[src/rtl/gat_ctrl_pkg.sv]
/*
 * GAT node-count control definitions
 * Controller states, AXI4-Lite register map and response codes
 */
package gat_ctrl_pkg;

  localparam int AXI_ADDR_WIDTH = 12;
  localparam int AXI_DATA_WIDTH = 32;

  typedef enum logic [1:0] {
    IDLE = 2'b00,
    RUN  = 2'b01,
    DONE = 2'b10
  } num_node_state_e;

  typedef enum logic [1:0] {
    REG_STATUS,
    REG_CLEAR,
    REG_TABLE,
    REG_NONE
  } reg_sel_e;

  typedef enum logic [1:0] {
    OKAY   = 2'b00,
    SLVERR = 2'b10
  } axi_resp_e;

  // ====================
  // Register map
  // ====================
  localparam logic [AXI_ADDR_WIDTH-1:0] REG_STATUS_ADDR = 12'h000;
  localparam logic [AXI_ADDR_WIDTH-1:0] REG_CLEAR_ADDR  = 12'h004;
  localparam logic [AXI_ADDR_WIDTH-1:0] TABLE_BASE_ADDR = 12'h100;

  // Status word fields
  localparam int STATUS_MISMATCH_BIT = 0;
  localparam int STATUS_COUNT_LSB    = 8;

  // Clear register command bit
  localparam int CLEAR_CMD_BIT = 0;

  // Table spans 0x100..0x1FC, word aligned
  function automatic reg_sel_e decode_reg(input logic [AXI_ADDR_WIDTH-1:0] addr);
    reg_sel_e sel;
    if (addr == REG_STATUS_ADDR) begin
      sel = REG_STATUS;
    end else if (addr == REG_CLEAR_ADDR) begin
      sel = REG_CLEAR;
    end else if (addr[11:8] == TABLE_BASE_ADDR[11:8] && addr[1:0] == 2'b00) begin
      sel = REG_TABLE;
    end else begin
      sel = REG_NONE;
    end
    return sel;
  endfunction

endpackage

[src/rtl/gat_types_pkg.sv]
/*
 * GAT node-count subsystem types
 * Subgraph table sizes and the bit layout of node-info words
 */
package gat_types_pkg;

  // ====================
  // Table sizes
  // ====================
  localparam int MAX_NODES          = 16;
  localparam int NUM_SUBGRAPHS      = 64;
  localparam int NUM_NODE_WIDTH     = $clog2(MAX_NODES + 1);
  localparam int NUM_NODE_ADDR_W    = $clog2(NUM_SUBGRAPHS);

  // One extra bit so the count can reach NUM_SUBGRAPHS
  localparam int SUBGRAPH_CNT_WIDTH = NUM_NODE_ADDR_W + 1;

  // ====================
  // Node-info word
  // ====================
  // Layout from the LSB: source flag, node count, row length
  localparam int ROW_LEN_WIDTH      = 11;
  localparam int SRC_FLAG_POS       = 0;
  localparam int NUM_NODE_LSB       = SRC_FLAG_POS + 1;
  localparam int ROW_LEN_LSB        = NUM_NODE_LSB + NUM_NODE_WIDTH;
  localparam int NODE_INFO_WIDTH    = ROW_LEN_LSB + ROW_LEN_WIDTH;

  // Words seen in one subgraph, spare bit for oversize subgraphs
  localparam int WORD_CNT_WIDTH     = NUM_NODE_WIDTH + 1;

endpackage
[src/rtl/gat_num_node_top.sv]
/*
 * GAT subgraph node-count path
 * Decoder, controller, table RAM and AXI4-Lite slave
 */
`timescale 1ns/1ns

module gat_num_node_top (
  input  logic                                       clk,
  input  logic                                       rst_n,
  input  logic                                       node_info_valid,
  input  logic [gat_types_pkg::NODE_INFO_WIDTH-1:0]  node_info_data,
  output logic                                       node_info_ready,
  input  logic                                       s_awvalid,
  output logic                                       s_awready,
  input  logic [gat_ctrl_pkg::AXI_ADDR_WIDTH-1:0]    s_awaddr,
  input  logic                                       s_wvalid,
  output logic                                       s_wready,
  input  logic [gat_ctrl_pkg::AXI_DATA_WIDTH-1:0]    s_wdata,
  output logic                                       s_bvalid,
  input  logic                                       s_bready,
  output logic [1:0]                                 s_bresp,
  input  logic                                       s_arvalid,
  output logic                                       s_arready,
  input  logic [gat_ctrl_pkg::AXI_ADDR_WIDTH-1:0]    s_araddr,
  output logic                                       s_rvalid,
  input  logic                                       s_rready,
  output logic [gat_ctrl_pkg::AXI_DATA_WIDTH-1:0]    s_rdata,
  output logic [1:0]                                 s_rresp
);
  import gat_types_pkg::*;

  // Decoder outputs
  logic                          spmm_vld;
  logic                          src_flag;
  logic [NUM_NODE_WIDTH-1:0]     num_node;
  logic                          count_mismatch;

  // Table write side
  logic [NUM_NODE_WIDTH-1:0]     num_node_bram_din;
  logic                          num_node_bram_ena;
  logic [NUM_NODE_ADDR_W-1:0]    num_node_bram_addra;
  logic [SUBGRAPH_CNT_WIDTH-1:0] subgraph_count;

  // Table read side
  logic                          bram_rd_en;
  logic [NUM_NODE_ADDR_W-1:0]    bram_rd_addr;
  logic [NUM_NODE_WIDTH-1:0]     bram_rd_data;
  logic                          clear;

  node_info_decoder i_node_info_decoder (
    .clk             (clk),
    .rst_n           (rst_n),
    .node_info_valid (node_info_valid),
    .node_info_data  (node_info_data),
    .node_info_ready (node_info_ready),
    .clear           (clear),
    .spmm_vld        (spmm_vld),
    .src_flag        (src_flag),
    .num_node        (num_node),
    .count_mismatch  (count_mismatch)
  );

  num_node_controller i_num_node_controller (
    .clk                 (clk),
    .rst_n               (rst_n),
    .spmm_vld            (spmm_vld),
    .src_flag            (src_flag),
    .num_node            (num_node),
    .clear               (clear),
    .num_node_bram_din   (num_node_bram_din),
    .num_node_bram_ena   (num_node_bram_ena),
    .num_node_bram_addra (num_node_bram_addra),
    .subgraph_count      (subgraph_count)
  );

  num_node_bram i_num_node_bram (
    .clk   (clk),
    .ena   (num_node_bram_ena),
    .addra (num_node_bram_addra),
    .dina  (num_node_bram_din),
    .enb   (bram_rd_en),
    .addrb (bram_rd_addr),
    .doutb (bram_rd_data)
  );

  num_node_axil_reader i_num_node_axil_reader (
    .clk            (clk),
    .rst_n          (rst_n),
    .s_awvalid      (s_awvalid),
    .s_awready      (s_awready),
    .s_awaddr       (s_awaddr),
    .s_wvalid       (s_wvalid),
    .s_wready       (s_wready),
    .s_wdata        (s_wdata),
    .s_bvalid       (s_bvalid),
    .s_bready       (s_bready),
    .s_bresp        (s_bresp),
    .s_arvalid      (s_arvalid),
    .s_arready      (s_arready),
    .s_araddr       (s_araddr),
    .s_rvalid       (s_rvalid),
    .s_rready       (s_rready),
    .s_rdata        (s_rdata),
    .s_rresp        (s_rresp),
    .subgraph_count (subgraph_count),
    .count_mismatch (count_mismatch),
    .bram_rd_en     (bram_rd_en),
    .bram_rd_addr   (bram_rd_addr),
    .bram_rd_data   (bram_rd_data),
    .clear          (clear)
  );

endmodule

[src/rtl/num_node_axil_reader.sv]
/*
 * AXI4-Lite slave for the node-count table
 * Serves status and stored counts through a two-stage read pipeline
 * and turns a write to the clear register into a clear pulse
 */
`timescale 1ns/1ns

module num_node_axil_reader (
  input  logic                                          clk,
  input  logic                                          rst_n,
  input  logic                                          s_awvalid,
  output logic                                          s_awready,
  input  logic [gat_ctrl_pkg::AXI_ADDR_WIDTH-1:0]       s_awaddr,
  input  logic                                          s_wvalid,
  output logic                                          s_wready,
  input  logic [gat_ctrl_pkg::AXI_DATA_WIDTH-1:0]       s_wdata,
  output logic                                          s_bvalid,
  input  logic                                          s_bready,
  output logic [1:0]                                    s_bresp,
  input  logic                                          s_arvalid,
  output logic                                          s_arready,
  input  logic [gat_ctrl_pkg::AXI_ADDR_WIDTH-1:0]       s_araddr,
  output logic                                          s_rvalid,
  input  logic                                          s_rready,
  output logic [gat_ctrl_pkg::AXI_DATA_WIDTH-1:0]       s_rdata,
  output logic [1:0]                                    s_rresp,
  input  logic [gat_types_pkg::SUBGRAPH_CNT_WIDTH-1:0]  subgraph_count,
  input  logic                                          count_mismatch,
  output logic                                          bram_rd_en,
  output logic [gat_types_pkg::NUM_NODE_ADDR_W-1:0]     bram_rd_addr,
  input  logic [gat_types_pkg::NUM_NODE_WIDTH-1:0]      bram_rd_data,
  output logic                                          clear
);
  import gat_types_pkg::*;
  import gat_ctrl_pkg::*;

  logic                       ar_hs;
  logic                       rd_pend_q;
  reg_sel_e                   rd_sel_q;
  logic [NUM_NODE_ADDR_W-1:0] rd_idx_q;
  logic [AXI_DATA_WIDTH-1:0]  rdata_d;
  axi_resp_e                  rresp_d;
  axi_resp_e                  rresp_q;

  logic                       aw_hs;
  logic                       w_hs;
  logic                       aw_got_q;
  logic                       w_got_q;
  logic                       wr_fire;
  reg_sel_e                   aw_sel_q;
  reg_sel_e                   wr_sel;
  logic                       w_cmd_q;
  logic                       wr_cmd;
  axi_resp_e                  bresp_q;

  // ====================
  // Read path
  // ====================
  // One read in flight, AR closed until the response is taken
  assign s_arready    = !rd_pend_q && !s_rvalid;
  assign ar_hs        = s_arvalid && s_arready;
  assign bram_rd_en   = ar_hs;
  assign bram_rd_addr = s_araddr[NUM_NODE_ADDR_W+1:2];
  assign s_rresp      = rresp_q;

  always_ff @(posedge clk or negedge rst_n) begin
    if (!rst_n) begin
      rd_pend_q <= 1'b0;
      s_rvalid  <= 1'b0;
    end else begin
      rd_pend_q <= ar_hs;
      if (rd_pend_q) begin
        s_rvalid <= 1'b1;
      end else if (s_rready) begin
        s_rvalid <= 1'b0;
      end
    end
  end

  // Stage 1 holds the decoded request while the RAM reads
  always_ff @(posedge clk) begin
    if (ar_hs) begin
      rd_sel_q <= decode_reg(s_araddr);
      rd_idx_q <= bram_rd_addr;
    end
  end

  always_comb begin
    rdata_d = '0;
    rresp_d = SLVERR;
    case (rd_sel_q)
      REG_STATUS: begin
        rdata_d[STATUS_MISMATCH_BIT]                     = count_mismatch;
        rdata_d[STATUS_COUNT_LSB +: SUBGRAPH_CNT_WIDTH] = subgraph_count;
        rresp_d                                          = OKAY;
      end
      REG_TABLE: begin
        // Only entries already written are valid
        if ({1'b0, rd_idx_q} < subgraph_count) begin
          rdata_d[NUM_NODE_WIDTH-1:0] = bram_rd_data;
          rresp_d                     = OKAY;
        end
      end
      default: ;
    endcase
  end

  // Stage 2, held while RREADY is low
  always_ff @(posedge clk) begin
    if (rd_pend_q) begin
      s_rdata <= rdata_d;
      rresp_q <= rresp_d;
    end
  end

  // ====================
  // Write path
  // ====================
  assign s_awready = !aw_got_q && !s_bvalid;
  assign s_wready  = !w_got_q && !s_bvalid;
  assign aw_hs     = s_awvalid && s_awready;
  assign w_hs      = s_wvalid && s_wready;
  assign wr_fire   = (aw_got_q || aw_hs) && (w_got_q || w_hs);
  assign wr_sel    = aw_got_q ? aw_sel_q : decode_reg(s_awaddr);
  assign wr_cmd    = w_got_q ? w_cmd_q : s_wdata[CLEAR_CMD_BIT];
  assign s_bresp   = bresp_q;

  always_ff @(posedge clk or negedge rst_n) begin
    if (!rst_n) begin
      aw_got_q <= 1'b0;
      w_got_q  <= 1'b0;
      s_bvalid <= 1'b0;
      clear    <= 1'b0;
    end else begin
      clear <= 1'b0;
      if (wr_fire) begin
        aw_got_q <= 1'b0;
        w_got_q  <= 1'b0;
        s_bvalid <= 1'b1;
        clear    <= (wr_sel == REG_CLEAR) && wr_cmd;
      end else begin
        if (aw_hs) aw_got_q <= 1'b1;
        if (w_hs) w_got_q <= 1'b1;
        if (s_bvalid && s_bready) s_bvalid <= 1'b0;
      end
    end
  end

  // Address and data may arrive in different cycles
  always_ff @(posedge clk) begin
    if (aw_hs) begin
      aw_sel_q <= decode_reg(s_awaddr);
    end
    if (w_hs) begin
      w_cmd_q <= s_wdata[CLEAR_CMD_BIT];
    end
    if (wr_fire) begin
      bresp_q <= (wr_sel == REG_CLEAR) ? OKAY : SLVERR;
    end
  end

endmodule

[src/rtl/num_node_bram.sv]
/*
 * Node-count table RAM
 * Simple dual-port memory, port A writes and port B reads registered
 */
`timescale 1ns/1ns

module num_node_bram (
  input  logic                                       clk,
  input  logic                                       ena,
  input  logic [gat_types_pkg::NUM_NODE_ADDR_W-1:0]  addra,
  input  logic [gat_types_pkg::NUM_NODE_WIDTH-1:0]   dina,
  input  logic                                       enb,
  input  logic [gat_types_pkg::NUM_NODE_ADDR_W-1:0]  addrb,
  output logic [gat_types_pkg::NUM_NODE_WIDTH-1:0]   doutb
);
  import gat_types_pkg::*;

  logic [NUM_NODE_WIDTH-1:0] mem [NUM_SUBGRAPHS];

  // Port A
  always_ff @(posedge clk) begin
    if (ena) begin
      mem[addra] <= dina;
    end
  end

  // Port B, data one cycle after enb
  always_ff @(posedge clk) begin
    if (enb) begin
      doutb <= mem[addrb];
    end
  end

endmodule

[src/rtl/num_node_controller.sv]
/*
 * Node-count controller
 * Writes one node count per subgraph into the table RAM at
 * consecutive addresses and keeps the saturating subgraph count
 */
`timescale 1ns/1ns

module num_node_controller (
  input  logic                                          clk,
  input  logic                                          rst_n,
  input  logic                                          spmm_vld,
  input  logic                                          src_flag,
  input  logic [gat_types_pkg::NUM_NODE_WIDTH-1:0]      num_node,
  input  logic                                          clear,
  output logic [gat_types_pkg::NUM_NODE_WIDTH-1:0]      num_node_bram_din,
  output logic                                          num_node_bram_ena,
  output logic [gat_types_pkg::NUM_NODE_ADDR_W-1:0]     num_node_bram_addra,
  output logic [gat_types_pkg::SUBGRAPH_CNT_WIDTH-1:0]  subgraph_count
);
  import gat_types_pkg::*;
  import gat_ctrl_pkg::*;

  num_node_state_e               state_q;
  num_node_state_e               state_d;
  logic [SUBGRAPH_CNT_WIDTH-1:0] addr_q;
  logic [NUM_NODE_WIDTH-1:0]     din_q;
  logic                          src_word;
  logic                          table_full;

  assign src_word   = spmm_vld && src_flag;
  assign table_full = (addr_q == SUBGRAPH_CNT_WIDTH'(NUM_SUBGRAPHS));

  // ====================
  // Table write
  // ====================
  assign num_node_bram_din   = din_q;
  assign num_node_bram_ena   = (state_q == RUN) && !table_full;
  assign num_node_bram_addra = addr_q[NUM_NODE_ADDR_W-1:0];
  assign subgraph_count      = addr_q;

  // ====================
  // State machine
  // ====================
  // A source word in RUN starts the next subgraph at once
  always_comb begin
    state_d = state_q;
    case (state_q)
      IDLE: if (src_word) state_d = RUN;
      RUN:  state_d = src_word ? RUN : DONE;
      DONE: begin
        if (src_word) begin
          state_d = RUN;
        end else if (spmm_vld) begin
          state_d = IDLE;
        end
      end
      default: state_d = IDLE;
    endcase
  end

  always_ff @(posedge clk or negedge rst_n) begin
    if (!rst_n) begin
      state_q <= IDLE;
      addr_q  <= '0;
    end else if (clear) begin
      state_q <= IDLE;
      addr_q  <= '0;
    end else begin
      state_q <= state_d;
      if (state_q == RUN && !table_full) begin
        addr_q <= addr_q + 1'b1;
      end
    end
  end

  // Count captured with the source word
  always_ff @(posedge clk) begin
    if (src_word) begin
      din_q <= num_node;
    end
  end

endmodule

[src/rtl/node_info_decoder.sv]
/*
 * Node-info decoder
 * Accepts node-info words, registers their fields for the controller
 * and checks each subgraph's announced node count against its words
 */
`timescale 1ns/1ns

module node_info_decoder (
  input  logic                                       clk,
  input  logic                                       rst_n,
  input  logic                                       node_info_valid,
  input  logic [gat_types_pkg::NODE_INFO_WIDTH-1:0]  node_info_data,
  output logic                                       node_info_ready,
  input  logic                                       clear,
  output logic                                       spmm_vld,
  output logic                                       src_flag,
  output logic [gat_types_pkg::NUM_NODE_WIDTH-1:0]   num_node,
  output logic                                       count_mismatch
);
  import gat_types_pkg::*;

  logic                      accept;
  logic                      word_src;
  logic [NUM_NODE_WIDTH-1:0] word_num_node;
  logic [WORD_CNT_WIDTH-1:0] word_cnt;
  logic [NUM_NODE_WIDTH-1:0] expected_q;

  assign accept        = node_info_valid && node_info_ready;
  assign word_src      = node_info_data[SRC_FLAG_POS];
  assign word_num_node = node_info_data[NUM_NODE_LSB +: NUM_NODE_WIDTH];

  // ====================
  // Handshake
  // ====================
  // Ready drops for one cycle after a clear to flush the pipeline
  always_ff @(posedge clk or negedge rst_n) begin
    if (!rst_n) begin
      node_info_ready <= 1'b1;
      spmm_vld        <= 1'b0;
    end else begin
      node_info_ready <= !clear;
      spmm_vld        <= accept && !clear;
    end
  end

  // Fields of the last accepted word
  always_ff @(posedge clk) begin
    if (accept) begin
      src_flag <= word_src;
      num_node <= word_num_node;
    end
  end

  // ====================
  // Node count check
  // ====================
  always_ff @(posedge clk or negedge rst_n) begin
    if (!rst_n) begin
      word_cnt       <= '0;
      expected_q     <= '0;
      count_mismatch <= 1'b0;
    end else if (clear) begin
      word_cnt       <= '0;
      expected_q     <= '0;
      count_mismatch <= 1'b0;
    end else if (accept) begin
      if (word_src) begin
        // Close the previous subgraph, if any, and open a new one
        if (word_cnt != '0 && word_cnt != {1'b0, expected_q}) begin
          count_mismatch <= 1'b1;
        end
        word_cnt   <= WORD_CNT_WIDTH'(1);
        expected_q <= word_num_node;
      end else if (word_cnt != '1) begin
        word_cnt <= word_cnt + 1'b1;
      end
    end
  end

endmodule

[config.mk]
export PLATFORM = sky130hd
export DESIGN_NAME = gat_num_node_top
export DESIGN_NICKNAME = d
export VERILOG_FILES = /design/src/rtl/gat_ctrl_pkg.sv /design/src/rtl/gat_types_pkg.sv /design/src/rtl/gat_num_node_top.sv /design/src/rtl/num_node_axil_reader.sv /design/src/rtl/num_node_bram.sv /design/src/rtl/num_node_controller.sv /design/src/rtl/node_info_decoder.sv
export SDC_FILE = /design/constraint.sdc
export NUM_CORES = 1
export LEC_CHECK = 0
export CORE_ASPECT_RATIO = 0.9
export CORE_MARGIN = 3
export CORE_UTILIZATION = 63
export CTS_CLUSTER_SIZE = 25
export DETAILED_ROUTE_END_ITERATION = 8
export DONT_BUFFER_PORTS = 1
export GPL_TIMING_DRIVEN = 1
export HOLD_SLACK_MARGIN = 0.05
export PLACE_DENSITY = 0.86
export SETUP_SLACK_MARGIN = 0.02
export SKIP_CTS_REPAIR_TIMING = 1
export SLEW_MARGIN = 5
export SYNTH_ARGS = -nofsm -noshare
export SYNTH_HDL_FRONTEND = slang
export SYNTH_SLANG_ARGS = --single-unit
[constraint.sdc]
create_clock -name clk -period 2.53 [get_ports clk]
set_input_delay 0 -clock clk [delete_from_list [all_inputs] [get_ports clk]]
set_output_delay 0 -clock clk [all_outputs]
set_load 0.005 [all_outputs]
# == Word-level counts from Yosys, hierarchy flattened ==
# Memories as Yosys holds them, arrays and structs flattened. A register that Yosys moved wholly into a read port is not among the register bits.
# Cells that the tools add are included.
# word_totals
register_bits,67
latchBits,0
ramBits,320
romBits,0
inputBits,81
wordCells,132
mem_count,1
# op_classes
n_addsub,2
n_mul,0
div_mod_pow,0
magnitude_cmp,1
n_eq_ne,13
shift,0
muxes,42
bitwise,0
reduce_logical,47
# mem_list
memory,words,word_bits,rd,rd_ports_with_merged_regs,write_ports,line,text
i_num_node_bram.mem,64,5,1,1,1,num_node_bram.sv:18,logic [NUM_NODE_WIDTH-1:0] mem [NUM_SUBGRAPHS];
# ops
operator,n
12-bit by 3-bit equality test with 1-bit output (second input constant),2
12-bit zero test,2
6-bit two-way mux,4
1-bit two-way mux,20
2-bit two-way mux,10
1-bit logical AND,16
2-bit nonzero test,8
5-bit two-way mux,3
7-bit two-way mux,2
4-bit by 1-bit equality test with 1-bit output (second input constant),2
2-bit zero test,4
2-bit AND reduction,4
7-bit by 1-bit adder with 7-bit output (second input constant),1
7-bit equality test (second input constant),1
1-bit zero test,7
6-bit by 7-bit less-than comparator with 1-bit output,1
6-bit by 1-bit adder with 6-bit output (second input constant),1
6-bit by 5-bit != test with 1-bit output,1
6-bit != test (second input constant),1
2-bit case mux with 3 select lines,1
6-bit nonzero test,1
2-bit by 1-bit equality test with 1-bit output (second input constant),2
2-bit equality test (second input constant),2
4-bit by 2-bit != test with 1-bit output (second input constant),1
other kinds (7),8

# == Logic depth before layout (Yosys ltp) ==
# Gate-level depths: netlist of the first run.
# depth
depth_word,9
mapped_depth,8
mapped_depth_nobuf,7

# == Cells and area by module ==
# Synthesis of the first run repeated with hierarchy kept, for this count alone.
# unflattened
cells_unflattened,887
area_unflattened_um2,16027.9
# modules_own_cells
mod,instances,cells_each,area_each_um2,seq_area_each_um2
num_node_bram,1,610,12818.5,9759.4
num_node_axil_reader,1,131,1561.5,900.9
node_info_decoder,1,79,905.9,531.8
num_node_controller,1,67,742.0,375.4

# == Least setup slack after synthesis of the first run ==
# No wires, ideal clock.
# synth_timing
path_kind,register -> register
startpoint,"register i_num_node_controller.addr_q[0], in the netlist i_num_node_controller.subgraph_count[0]"
endpoint,"memory i_num_node_bram.mem[51][0] (netlist name), enable pin"
setup_ns,0.340
arrival_ns,1.892
required_ns,2.190
slack_ns,0.298
path_stages_with_launch,7
path_cell_list,dfrtp_1 > clkbuf_1 > inv_1 > ha_1 > a311oi_1 > nand3_1 > nor2_1
# synth_via
elab_chain_cells,5
# synth_lines
item,line,text
from (decl),num_node_controller.sv:25,logic [SUBGRAPH_CNT_WIDTH-1:0] addr_q;
from (signal assigned),num_node_controller.sv:71,addr_q <= addr_q + 1'b1;
7-bit equality test,num_node_controller.sv:31,assign table_full = (addr_q == SUBGRAPH_CNT_WIDTH'(NUM_SUBGRAPHS));
1-bit zero test,num_node_controller.sv:37,assign num_node_bram_ena = (state_q == RUN) && !table_full;
1-bit logical AND,num_node_controller.sv:37,
1-bit two-way mux,num_node_bram.sv:22,if (ena) begin
1-bit two-way mux (implied by the code),num_node_bram.sv:23,mem[addra] <= dina;
to (decl),num_node_bram.sv:18,
# Parallel ways exist; a longest one is shown, timed or not.

# == Worst setup path after layout of the first run ==
# layout_timing
startpoint,"register i_num_node_controller.addr_q[4], in the netlist i_num_node_controller.subgraph_count[4]"
endpoint,register i_num_node_axil_reader.s_rdata[0] (netlist name) (data pin)
# layout_via
elab_chain_cells,3
# layout_lines
item,line,text
6-bit by 7-bit less-than comparator with 1-bit output,num_node_axil_reader.sv:99,"if ({1'b0, rd_idx_q} < subgraph_count) begin"
1-bit two-way mux,num_node_axil_reader.sv:99,
1-bit case mux with 2 select lines,num_node_axil_reader.sv:91,case (rd_sel_q)
via i_num_node_axil_reader.rdata_d[0],num_node_axil_reader.sv:41,logic [AXI_DATA_WIDTH-1:0] rdata_d;
to (signal assigned),num_node_axil_reader.sv:111,s_rdata <= rdata_d;
to (decl),num_node_axil_reader.sv:25,"output logic [gat_ctrl_pkg::AXI_DATA_WIDTH-1:0] s_rdata,"
# The timed path passes the listed nets, and every way through them passes these cells.
# A chain may end at the register's enable or synchronous reset.

==> results_dict.tcl, run 1 <==
set metrics [dict create \
    wl_per_cell_um 28.7 \
    multi_input_area_mm2 0.00365 \
    core-area_mm2 0.0238 \
    cts_buffers 37 \
    nNetsFinal 994 \
    crit_arrival_ps 2790 \
    fin_crit_sh 0.956 \
    path_max_fanout 8 \
    syn-cell-area_mm2 0.0156 \
    fin_crit_ps 2420 \
    skew_ps 21.8 \
    p_leak_nw 5.62 \
    first_global_vias 8379 \
    cts.clk_slew.worst_paths_ps 60 \
    layout_setup_ws_ps 111 \
    hold_viol 0 \
    status "finished, final reports clean" \
    cts_max_level 2 \
    initialDrtViolationCount 1340 \
    p_sw_frac 0.233 \
    clock_latency_ps 540 \
    cp.required_ps 2900 \
    final_core_util 0.727 \
    io_pins 123 \
    setup-violations-final 0 \
    yosysWarnings 0 \
    worst_slew_pin_slew_ps 826 \
    synth-edff-count 361 \
    antenna_left 0 \
    fin_cells 1231 \
    combPwrFrac 0.089 \
    ff_latch_area_mm2 0.0116 \
    die_h_um 155 \
    p_switching_mw 3.26 \
    drc 0 \
    synth_cell_types 48 \
    end_kind "register" \
    grt_antenna_before_repair 2 \
    crit_chain "inv_2 > ha_1 > a21o_1 > a21oi_1 > o21ai_1 > a21oi_1 > a22o_1" \
    dp_hpwl_um 19200 \
    die_w_um 172 \
    final_cell_mix "edfxtp_1 (361), nor2_1 (100), mux4_2 (80)" \
    initial_core_util 0.654 \
    nFillCells 1239 \
    port_buffers 0 \
    area_growth_pct 11.2 \
    start_kind "register" \
    synth_cells 849 \
    path_buf_inv 1 \
    antennaDiodeCount 0 \
    routed_wl_um 35300 \
    clock-sinks 390 \
    cts_root_buffer "clkbuf_16" \
    r2r_cells 7 \
    ys_ff_latch 390 \
    intPower_mw 10.7 \
    drv_cap 0 \
    crit_slowest_cell "dfrtp_1" \
    cts.path.max_buffers 3 \
    power_frac_clock 0.380 \
    dieArea_mm2 0.0266 \
    power.density_mw_per_mm2 809 \
    max_stage_delay_ps 530 \
    layout.cells.most_common "edfxtp_1" \
    num_vias 8457 \
    min_path_cells 4 \
    place_congestion 0.877 \
    hp-class "in2reg" \
    maxSlewHeadroom 0.448 \
    via_per_inst 6.87 \
    synthFlopType "edfxtp_1" \
    grt_max_degree 84 \
    timing.fmax_mhz 413 \
    dp_slack_ps 80.5 \
    first_pass_iters 6 \
    syn_area_per_cell_um2 18.3 \
    worstSetupPathDepth 7 \
    overflow 0 \
    async_flop_share 0.0744 \
    drive_gt1_frac 0.177 \
    worst-setup-path-type "reg2reg" \
    numPlacedInstances 1132 \
    timing.critical_path.mode_cell "a21oi_1" \
    grt_use_total 0.262 \
    final_max_slew_viol_count 0 \
    rows 53 \
    seqPwrFrac 0.531 \
    ir_drop_uv 589 \
    yosysSeqAreaShare 0.743 \
    critical-path-top-delay-family "compound AO/OA/AOI/OAI gates" \
    tritoncts "done" \
    grt_pass1_wl_um 51500 \
]
Yosys cell counts (2+ instances only):
cell,number,share of area
a21o_1,4,0.0019
a21oi_1,30,0.0096
a22oi_1,40,0.019
and2_1,10,0.0040
buf_2,8,0.0026
buf_4,26,0.013
buf_6,6,0.0043
clkbuf_1,17,0.0041
clkinv_1,2,0.00048
dfrtp_1,28,0.045
edfxtp_1,361,0.70
ha_1,9,0.0072
inv_1,14,0.0034
mux2i_1,7,0.0045
mux4_2,80,0.12
nand2_1,14,0.0034
nand2b_1,5,0.0020
nand3_1,15,0.0048
nand4_1,3,0.0012
nor2_1,104,0.025
nor2b_1,2,0.00080
nor3_1,14,0.0045
nor3_2,5,0.0032
nor4_1,2,0.00080
o21ai_0,4,0.0013
o22a_1,2,0.0011
or4_1,2,0.00096
xnor2_1,9,0.0051
xor2_1,7,0.0039
state kept, by name, summed over array words and instances, names as in the netlist, 2 cells and up:
name and flops:
i_num_node_axil_reader.aw_sel_q 2, i_node_info_decoder.num_node 5, i_num_node_bram.mem 320, i_node_info_decoder.word_cnt 6, i_num_node_axil_reader.s_rdata 12, i_num_node_axil_reader.rd_idx_q 6, i_num_node_controller.state_q 2, i_num_node_axil_reader.rd_sel_q 2
i_node_info_decoder.expected_q 5, i_num_node_controller.num_node_bram_din 5, i_num_node_controller.subgraph_count 7, i_num_node_bram.doutb 5
routing by layer:
layer	track usage	part of all wire	up-vias	routed length (um)
met5	0	0.00082	-	29
met4	0.0992	0.054	4	1890
met3	0.0567	0.11	161	3820
met2	0.409	0.49	624	17300
met1	0.373	0.35	4246	12300
li1	-	-	3422	-
through the flow:
step                      total power [mW]  area [um^2]  hold slack (ps)  setup TNS, ps
final                                 14.0        17300             77.2              0
after global placement                8.53        15800             -295              0
after global routing                  14.4        17300              121           -269
after CTS                             13.8        16900             -857              0
after floorplan                       8.33        15600             -296              0
after detailed placement              8.60        15800             -295              0
cell type report:
class / instances / share of cell area
Sequential cell: 390 / 0.668
Inverter: 17 / 0.00369
Multi-Input combinational cell: 405 / 0.211
Clock inverter: 13 / 0.00680
Clock buffer: 51 / 0.0590
Timing Repair Buffer: 53 / 0.0292
Tap cell: 302 / 0.0218
power groups by stage:
stage / clock, mW / sequential, mW / combinational, mW
finish: 5.33 / 7.43 / 1.24
global route: 5.60 / 7.44 / 1.33
CTS: 5.34 / 7.41 / 1.08
detailed placement: 0 / 7.54 / 1.06
global placement: 0 / 7.53 / 1.00
floorplan: 0 / 7.52 / 0.808
worst reg2reg max path, cell delays in order, from the launching register on:
cell and delay [ps]:
dfrtp_1 530, inv_2 150, ha_1 320, a21o_1 160
a21oi_1 150, o21ai_1 140, a21oi_1 520, a22o_1 300
logic make-up after synthesis:
| logic type | synth area share |
|---|---|
| compound gates | 0.0384 |
| xor+xnor | 0.00901 |
| fa+ha+maj | 0.00724 |
| buf+inv | 0.0280 |
| flops | 0.743 |
| mux | 0.120 |
| other cells | 0.000241 |
| simple gates | 0.0535 |
path summary, 6_finish.rpt:
path	end	start	slack, ps
setup / recovery	i_num_node_axil_reader.s_rdata[0]	i_num_node_controller.subgraph_count[4]	110
hold / removal	i_num_node_bram.doutb[0]	s_araddr[7]	80
setup reg to reg	i_num_node_axil_reader.s_rdata[0]	i_num_node_controller.subgraph_count[4]	110
hold reg to reg	i_num_node_controller.num_node_bram_din[4]	i_node_info_decoder.num_node[4]	420
max in group asynchronous	i_num_node_controller.subgraph_count[2]	rst_n	1720
min in group asynchronous	i_num_node_axil_reader.w_got_q	rst_n	620
Note: power is estimated with default switching activity, not from simulation.
==> run 2: changes to the inputs <==
CELL_PAD_IN_SITES_DETAIL_PLACEMENT = 1   (was unset)
CELL_PAD_IN_SITES_GLOBAL_PLACEMENT = 2   (was unset)
CORE_UTILIZATION = 48   (was 63)
==> run 2 against run 1 <==
Design area increased by 3.6%. Sequential share of layout area fell by 2.3 points. Maximum frequency is 3.6% higher. First-iteration DRC count decreased by 35%. Clock skew fell by 2.6 ps. Setup slack better by 85 ps. Count of clock-buffer cells in the layout is 7 lower.
==> results_dict.tcl, run 2 (synthesis results as in run 1) <==
set metrics [dict create \
    first_pass_iters 5 \
    dieArea_mm2 0.0346 \
    num_vias 8169 \
    r2r-start "i_num_node_controller.subgraph_count[1]" \
    fin_cells 1396 \
    total_power_mw 14.3 \
    hp-class "in2reg" \
    skew_ps 19.2 \
    final_core_util 0.570 \
    intPower_mw 11.0 \
    combPwrFrac 0.091 \
    ff2ff_setup_slack_ps 200 \
    cts_root_buffer "clkbuf_16" \
    p_leak_nw 5.94 \
    io_pins 123 \
    end_kind "register" \
    final_cell_mix "edfxtp_1 (361), nor2_1 (98), mux4_2 (80)" \
    numPlacedInstances 1292 \
    clock_latency_ps 530 \
    ir_drop_uv 897 \
    setup-violations-final 0 \
    setup_tns_ps 0 \
    path_max_fanout 6 \
    crit_arrival_ps 2490 \
    die_w_um 196 \
    placed_area_mm2 0.0163 \
    largest_register_ffs 320 \
    antenna_left 0 \
    layout_setup_ws_ps 196 \
    rsz0062_at_grt "false" \
    core-area_mm2 0.0314 \
    nFillCells 2802 \
    whs_ps 17.3 \
    place_congestion 0.780 \
    cts.clk_slew.worst_paths_ps 60 \
    routed_wl_um 37400 \
    seqPwrFrac 0.518 \
    busiest_layer "met2" \
    final_area_mm2 0.0179 \
    drive_gt1_frac 0.225 \
    worst_r2r_endpoint "i_num_node_bram.mem[58][3]" \
    worst_slew_pin_slew_ps 829 \
    cts_buffers 38 \
    grt_use_total 0.212 \
    dp_hpwl_um 22800 \
    layout.cells.most_common "edfxtp_1" \
    via_per_inst 5.85 \
    met3_usage 0.0371 \
    cp.required_ps 2680 \
    worst-setup-path-type "reg2reg" \
    grtUsageMet1 0.293 \
    grt_pass1_wl_um 55100 \
    start_kind "register" \
    drv_cap 0 \
    dp_slack_ps 136 \
    cts.path.max_buffers 3 \
    fin_crit_sh 0.922 \
    cts_max_level 2 \
    timing.fmax_mhz 428 \
    cp-startpoint "i_num_node_controller.subgraph_count[1]" \
    rows 61 \
    hold_viol 0 \
    p_sw_frac 0.229 \
    die_h_um 177 \
    initialDrtViolationCount 866 \
    largest-register "i_num_node_bram.mem" \
    grt_antenna_before_repair 0 \
    maxSlewHeadroom 0.447 \
    crit_end "i_num_node_bram.mem[58][3]" \
    power_frac_clock 0.391 \
    final_max_slew_viol_count 0 \
    power.density_mw_per_mm2 798 \
    r2r_cells 7 \
    multi_input_area_mm2 0.00365 \
    ff_latch_area_mm2 0.0116 \
    gr-usage-met2 0.356 \
    drc 0 \
    clock-sinks 390 \
    wl_per_cell_um 26.8 \
    tritoncts "done" \
    initial_core_util 0.495 \
    grt_max_degree 84 \
    status "finished, final reports clean" \
    fin_crit_ps 2330 \
    p_switching_mw 3.28 \
    area_growth_pct 15.2 \
    overflow 0 \
    nNetsFinal 1049 \
    first_global_vias 8701 \
    port_buffers 0 \
    antennaDiodeCount 0 \
]
run 2: layout make-up:
type	instances	area share
clock buffer	44	0.0560
clock inverter	24	0.0121
timing repair buffer	107	0.0509
sequential	390	0.645
multi-input combinational	405	0.204
inverter	17	0.00356
tap	409	0.0285
run 2: worst min-delay path by stage:
stage / start / cells after the start / to / slack (ps)
6_report: s_araddr[7] / 3 / i_num_node_bram.doutb[3] / 20
5_1_grt: s_arvalid / 1 / i_num_node_axil_reader.rd_pend_q / 50
4_1_cts: rst_n / 0 / i_node_info_decoder.word_cnt[1] / -850
3_5_place_dp: rst_n / 0 / i_num_node_axil_reader.s_bvalid / -290
3_3_place_gp: rst_n / 0 / i_num_node_axil_reader.s_bvalid / -290
2_1_floorplan: rst_n / 0 / i_node_info_decoder.count_mismatch / -300
run 2: routing by layer:
layer	share of wire	wire length, um	up-vias
li1	-	-	3536
met5	0	0	-
met2	0.51	19000	263
met1	0.41	15400	4300
met4	0.025	941	0
met3	0.055	2080	70
run 2: worst max-delay path, stage by stage, from the launching register on:
cell and delay [ps]:
dfrtp_1 440, inv_1 80, ha_1 200, a311oi_1 310, buf_4 190, nand2_1 140, buf_4 210, nor2_1 390
run 2: power groups by stage:
| stage | combinational (mW) | sequential [mW] | clock [mW] |
|---|---|---|---|
| 2_1_floorplan | 0.808 | 7.52 | 0 |
| 3_3_place_gp | 1.12 | 7.52 | 0 |
| 4_1_cts | 1.19 | 7.40 | 5.70 |
| 5_1_grt | 1.42 | 7.42 | 5.99 |
| 6_report | 1.30 | 7.41 | 5.60 |
| 3_5_place_dp | 1.18 | 7.54 | 0 |
==> run 3: changes to the inputs <==
ABC_AREA = 1   (was unset)
CORE_UTILIZATION = 42   (was 48)
PLACE_DENSITY = 0.87   (was 0.86)
==> run 3 against run 2 <==
Synthesized cell count increased by 91%. Sequential power about the same. Sequential cell count unchanged. Maximum frequency decreased by 2.0%. Routed wire length increased by 24%. Sequential share of layout area decreased by 4.8 points. Final cell count increased by 61%. Critical endpoint is now i_num_node_axil_reader.rd_sel_q[0].
==> results_dict.tcl, run 3 <==
set metrics [dict create \
    worstSetupPathDepth 8 \
    ir_drop_uv 589 \
    skew_ps 20.6 \
    ys_top_cells_by_count "nand2_1 (554), edfxtp_1 (361), nor2_1 (159)" \
    status "finished, final reports clean" \
    nNetsFinal 1768 \
    ff2ff_setup_slack_ps 220 \
    final_core_util 0.488 \
    antenna_left 0 \
    routed_wl_um 46500 \
    first_pass_iters 5 \
    drv_cap 0 \
    grt_use_total 0.215 \
    async_flop_share 0.0744 \
    num_vias 11700 \
    p_leak_nw 7.74 \
    io_pins 123 \
    wl_per_cell_um 20.7 \
    crit_end "i_num_node_axil_reader.rd_sel_q[0]" \
    busiest_layer "met2" \
    cts.clk_slew.worst_paths_ps 60 \
    cts.path.max_buffers 3 \
    worst-setup-path-type "in2reg" \
    first_global_vias 12200 \
    ys_ff_latch 390 \
    timing.critical_path.mode_cell "dlygate4sd3_1" \
    yosysWarnings 0 \
    clock_latency_ps 550 \
    core-area_mm2 0.0397 \
    synth_most_common_cell "nand2_1" \
    grt_pass1_wl_um 70300 \
    end_kind "register" \
    power.density_mw_per_mm2 784 \
    worst_slew_pin_slew_ps 796 \
    gr-usage-met2 0.360 \
    crit_chain "dlygate4sd3_1 > nor2_1 > dlygate4sd3_1 > nand2_1 > dlygate4sd3_1 > nor3_1 > a31oi_1 > dlygate4sd3_1" \
    cp.required_ps 2820 \
    place_congestion 0.861 \
    initialDrtViolationCount 825 \
    grt_max_degree 149 \
    netlist.area_leader.share 0.639 \
    min_path_cells 6 \
    crit_arrival_ps 2680 \
    initial_core_util 0.427 \
    hold_viol 0 \
    rsz0062_at_grt "false" \
    syn-cell-area_mm2 0.0170 \
    setup_tns_ps 0 \
    worst_r2r_endpoint "i_num_node_bram.mem[57][2]" \
    via_per_inst 5.19 \
    multi_input_area_mm2 0.00439 \
    final_max_slew_viol_count 0 \
    final_cell_mix "nand2_1 (554), edfxtp_1 (361), nor2_1 (159)" \
    syn_area_per_cell_um2 10.4 \
    synth-edff-count 361 \
    cts_root_buffer "clkbuf_16" \
    cts_max_level 2 \
    die_w_um 218 \
    r2r_cells 5 \
    cts_buffers 42 \
    nFillCells 4310 \
    timing.fmax_mhz 420 \
    clock-sinks 390 \
    overflow 0 \
    max_stage_delay_ps 570 \
    grt_antenna_before_repair 2 \
    dp_hpwl_um 27600 \
    tritoncts "done" \
    hp-class "in2reg" \
    drc 0 \
    rows 69 \
    dieArea_mm2 0.0428 \
    largest-register "i_num_node_bram.mem" \
    yosysSeqAreaShare 0.682 \
    synth_cells 1624 \
    synth.top_cells.by_area "edfxtp_1 (64%), nand2_1 (12%), dfrtp_1 (4.1%)" \
    crit_slowest_cell "dlygate4sd3_1" \
    largest_register_ffs 320 \
    start_kind "input port" \
    drive_gt1_frac 0.0678 \
    cp-startpoint "s_araddr[10]" \
    fin_crit_ps 2380 \
    area_growth_pct 14.3 \
    path_max_fanout 2 \
    layout.cells.most_common "nand2_1" \
    setup-violations-final 0 \
    yosysTopAreaCell "edfxtp_1" \
    critical-path-top-delay-family "buffers and inverters" \
    synthFlopType "edfxtp_1" \
    maxSlewHeadroom 0.469 \
    r2r-start "i_num_node_controller.state_q[1]" \
    fin_crit_sh 0.941 \
    met3_usage 0.0393 \
    grtUsageMet1 0.291 \
    path_buf_inv 4 \
    ff_latch_area_mm2 0.0116 \
    port_buffers 0 \
    die_h_um 197 \
    synth_cell_types 43 \
]
[run 3: cell types whose count changed in the layout (fill, tap and decap cells not counted), moves of 10 or more]
cell	change
a22oi_1	-40
and2_1	-10
buf_4	-48
inv_1	+139
mux4_2	-80
nand2_1	+540
nand3_1	+115
nand4_1	+10
nor2_1	+61
o21ai_0	+25
[run 3: cells by family (layout without fill, tap and decap cells)]
group / count (synthesis) / count (layout) / synth area share
AOI/OAI and AO/OA: 84 / 84 / 0.0266
xor gates and xnor gates: 6 / 6 / 0.00310
adders and majority gates: 9 / 9 / 0.00664
buffers and inverters: 243 / 308 / 0.0638
DFF: 390 / 390 / 0.682
muxes: 1 / 1 / 0.000590
other: 1 / 24 / 0.000221
and+or+nand+nor: 890 / 890 / 0.217
[run 3: area by class of cell]
| class | count | share of cell area |
|---|---|---|
| timing repair buffer | 70 | 0.0378 |
| antenna | 2 | 0.000258 |
| multi-input combinational | 1012 | 0.227 |
| tap | 532 | 0.0343 |
| clock buffer | 56 | 0.0596 |
| clock inverter | 20 | 0.0129 |
| inverter | 162 | 0.0318 |
| sequential | 390 | 0.597 |
[run 3: report_power, final]
group | internal [mW] | switching [mW] | leakage [nW]
Combinational | 0.441 | 1.06 | 3.43
Clock | 3.82 | 2.47 | 0.690
Sequential | 7.26 | 0.155 | 3.62
Total | 11.5 | 3.69 | 7.74
[run 3: worst min path at each step]
stage / slack (ps) / endpoint / start
after floorplan: -300 / i_node_info_decoder.count_mismatch / rst_n
after global placement: -290 / i_num_node_axil_reader.s_bvalid / rst_n
after detailed placement: -300 / i_num_node_axil_reader.s_bvalid / rst_n
after CTS: -880 / i_num_node_controller.subgraph_count[0] / rst_n
after global routing: 60 / i_num_node_bram.doutb[4] / s_araddr[5]
final: 20 / i_num_node_bram.doutb[4] / s_araddr[6]
[run 3: per-stage QoR]
| step | instances | hold slack (ps) | worst slack (ps) | power (mW) | instance area [um^2] |
|---|---|---|---|---|---|
| global route | 2243 | 58.7 | 36.4 | 15.8 | 19400 |
| detailed placement | 2126 | -295 | 281 | 8.92 | 17600 |
| global placement | 2126 | -295 | 379 | 8.85 | 17600 |
| CTS | 2202 | -884 | 278 | 15.2 | 19000 |
| floorplan | 1645 | -296 | 440 | 8.43 | 17000 |
| finish | 2244 | 16.7 | 148 | 15.2 | 19400 |
[run 3: worst min-delay path, delay by kind of cell]
| family | cells | cell delay (ps) |
|---|---|---|
| buf+inv | 1 | 70 |
| simple gates | 5 | 360 |
[run 3: metal layers]
metal	part of all wire	vias up
met1	0.43	5826
met3	0.058	69
met5	0.0011	-
met4	0.023	4
li1	-	5449
met2	0.49	307
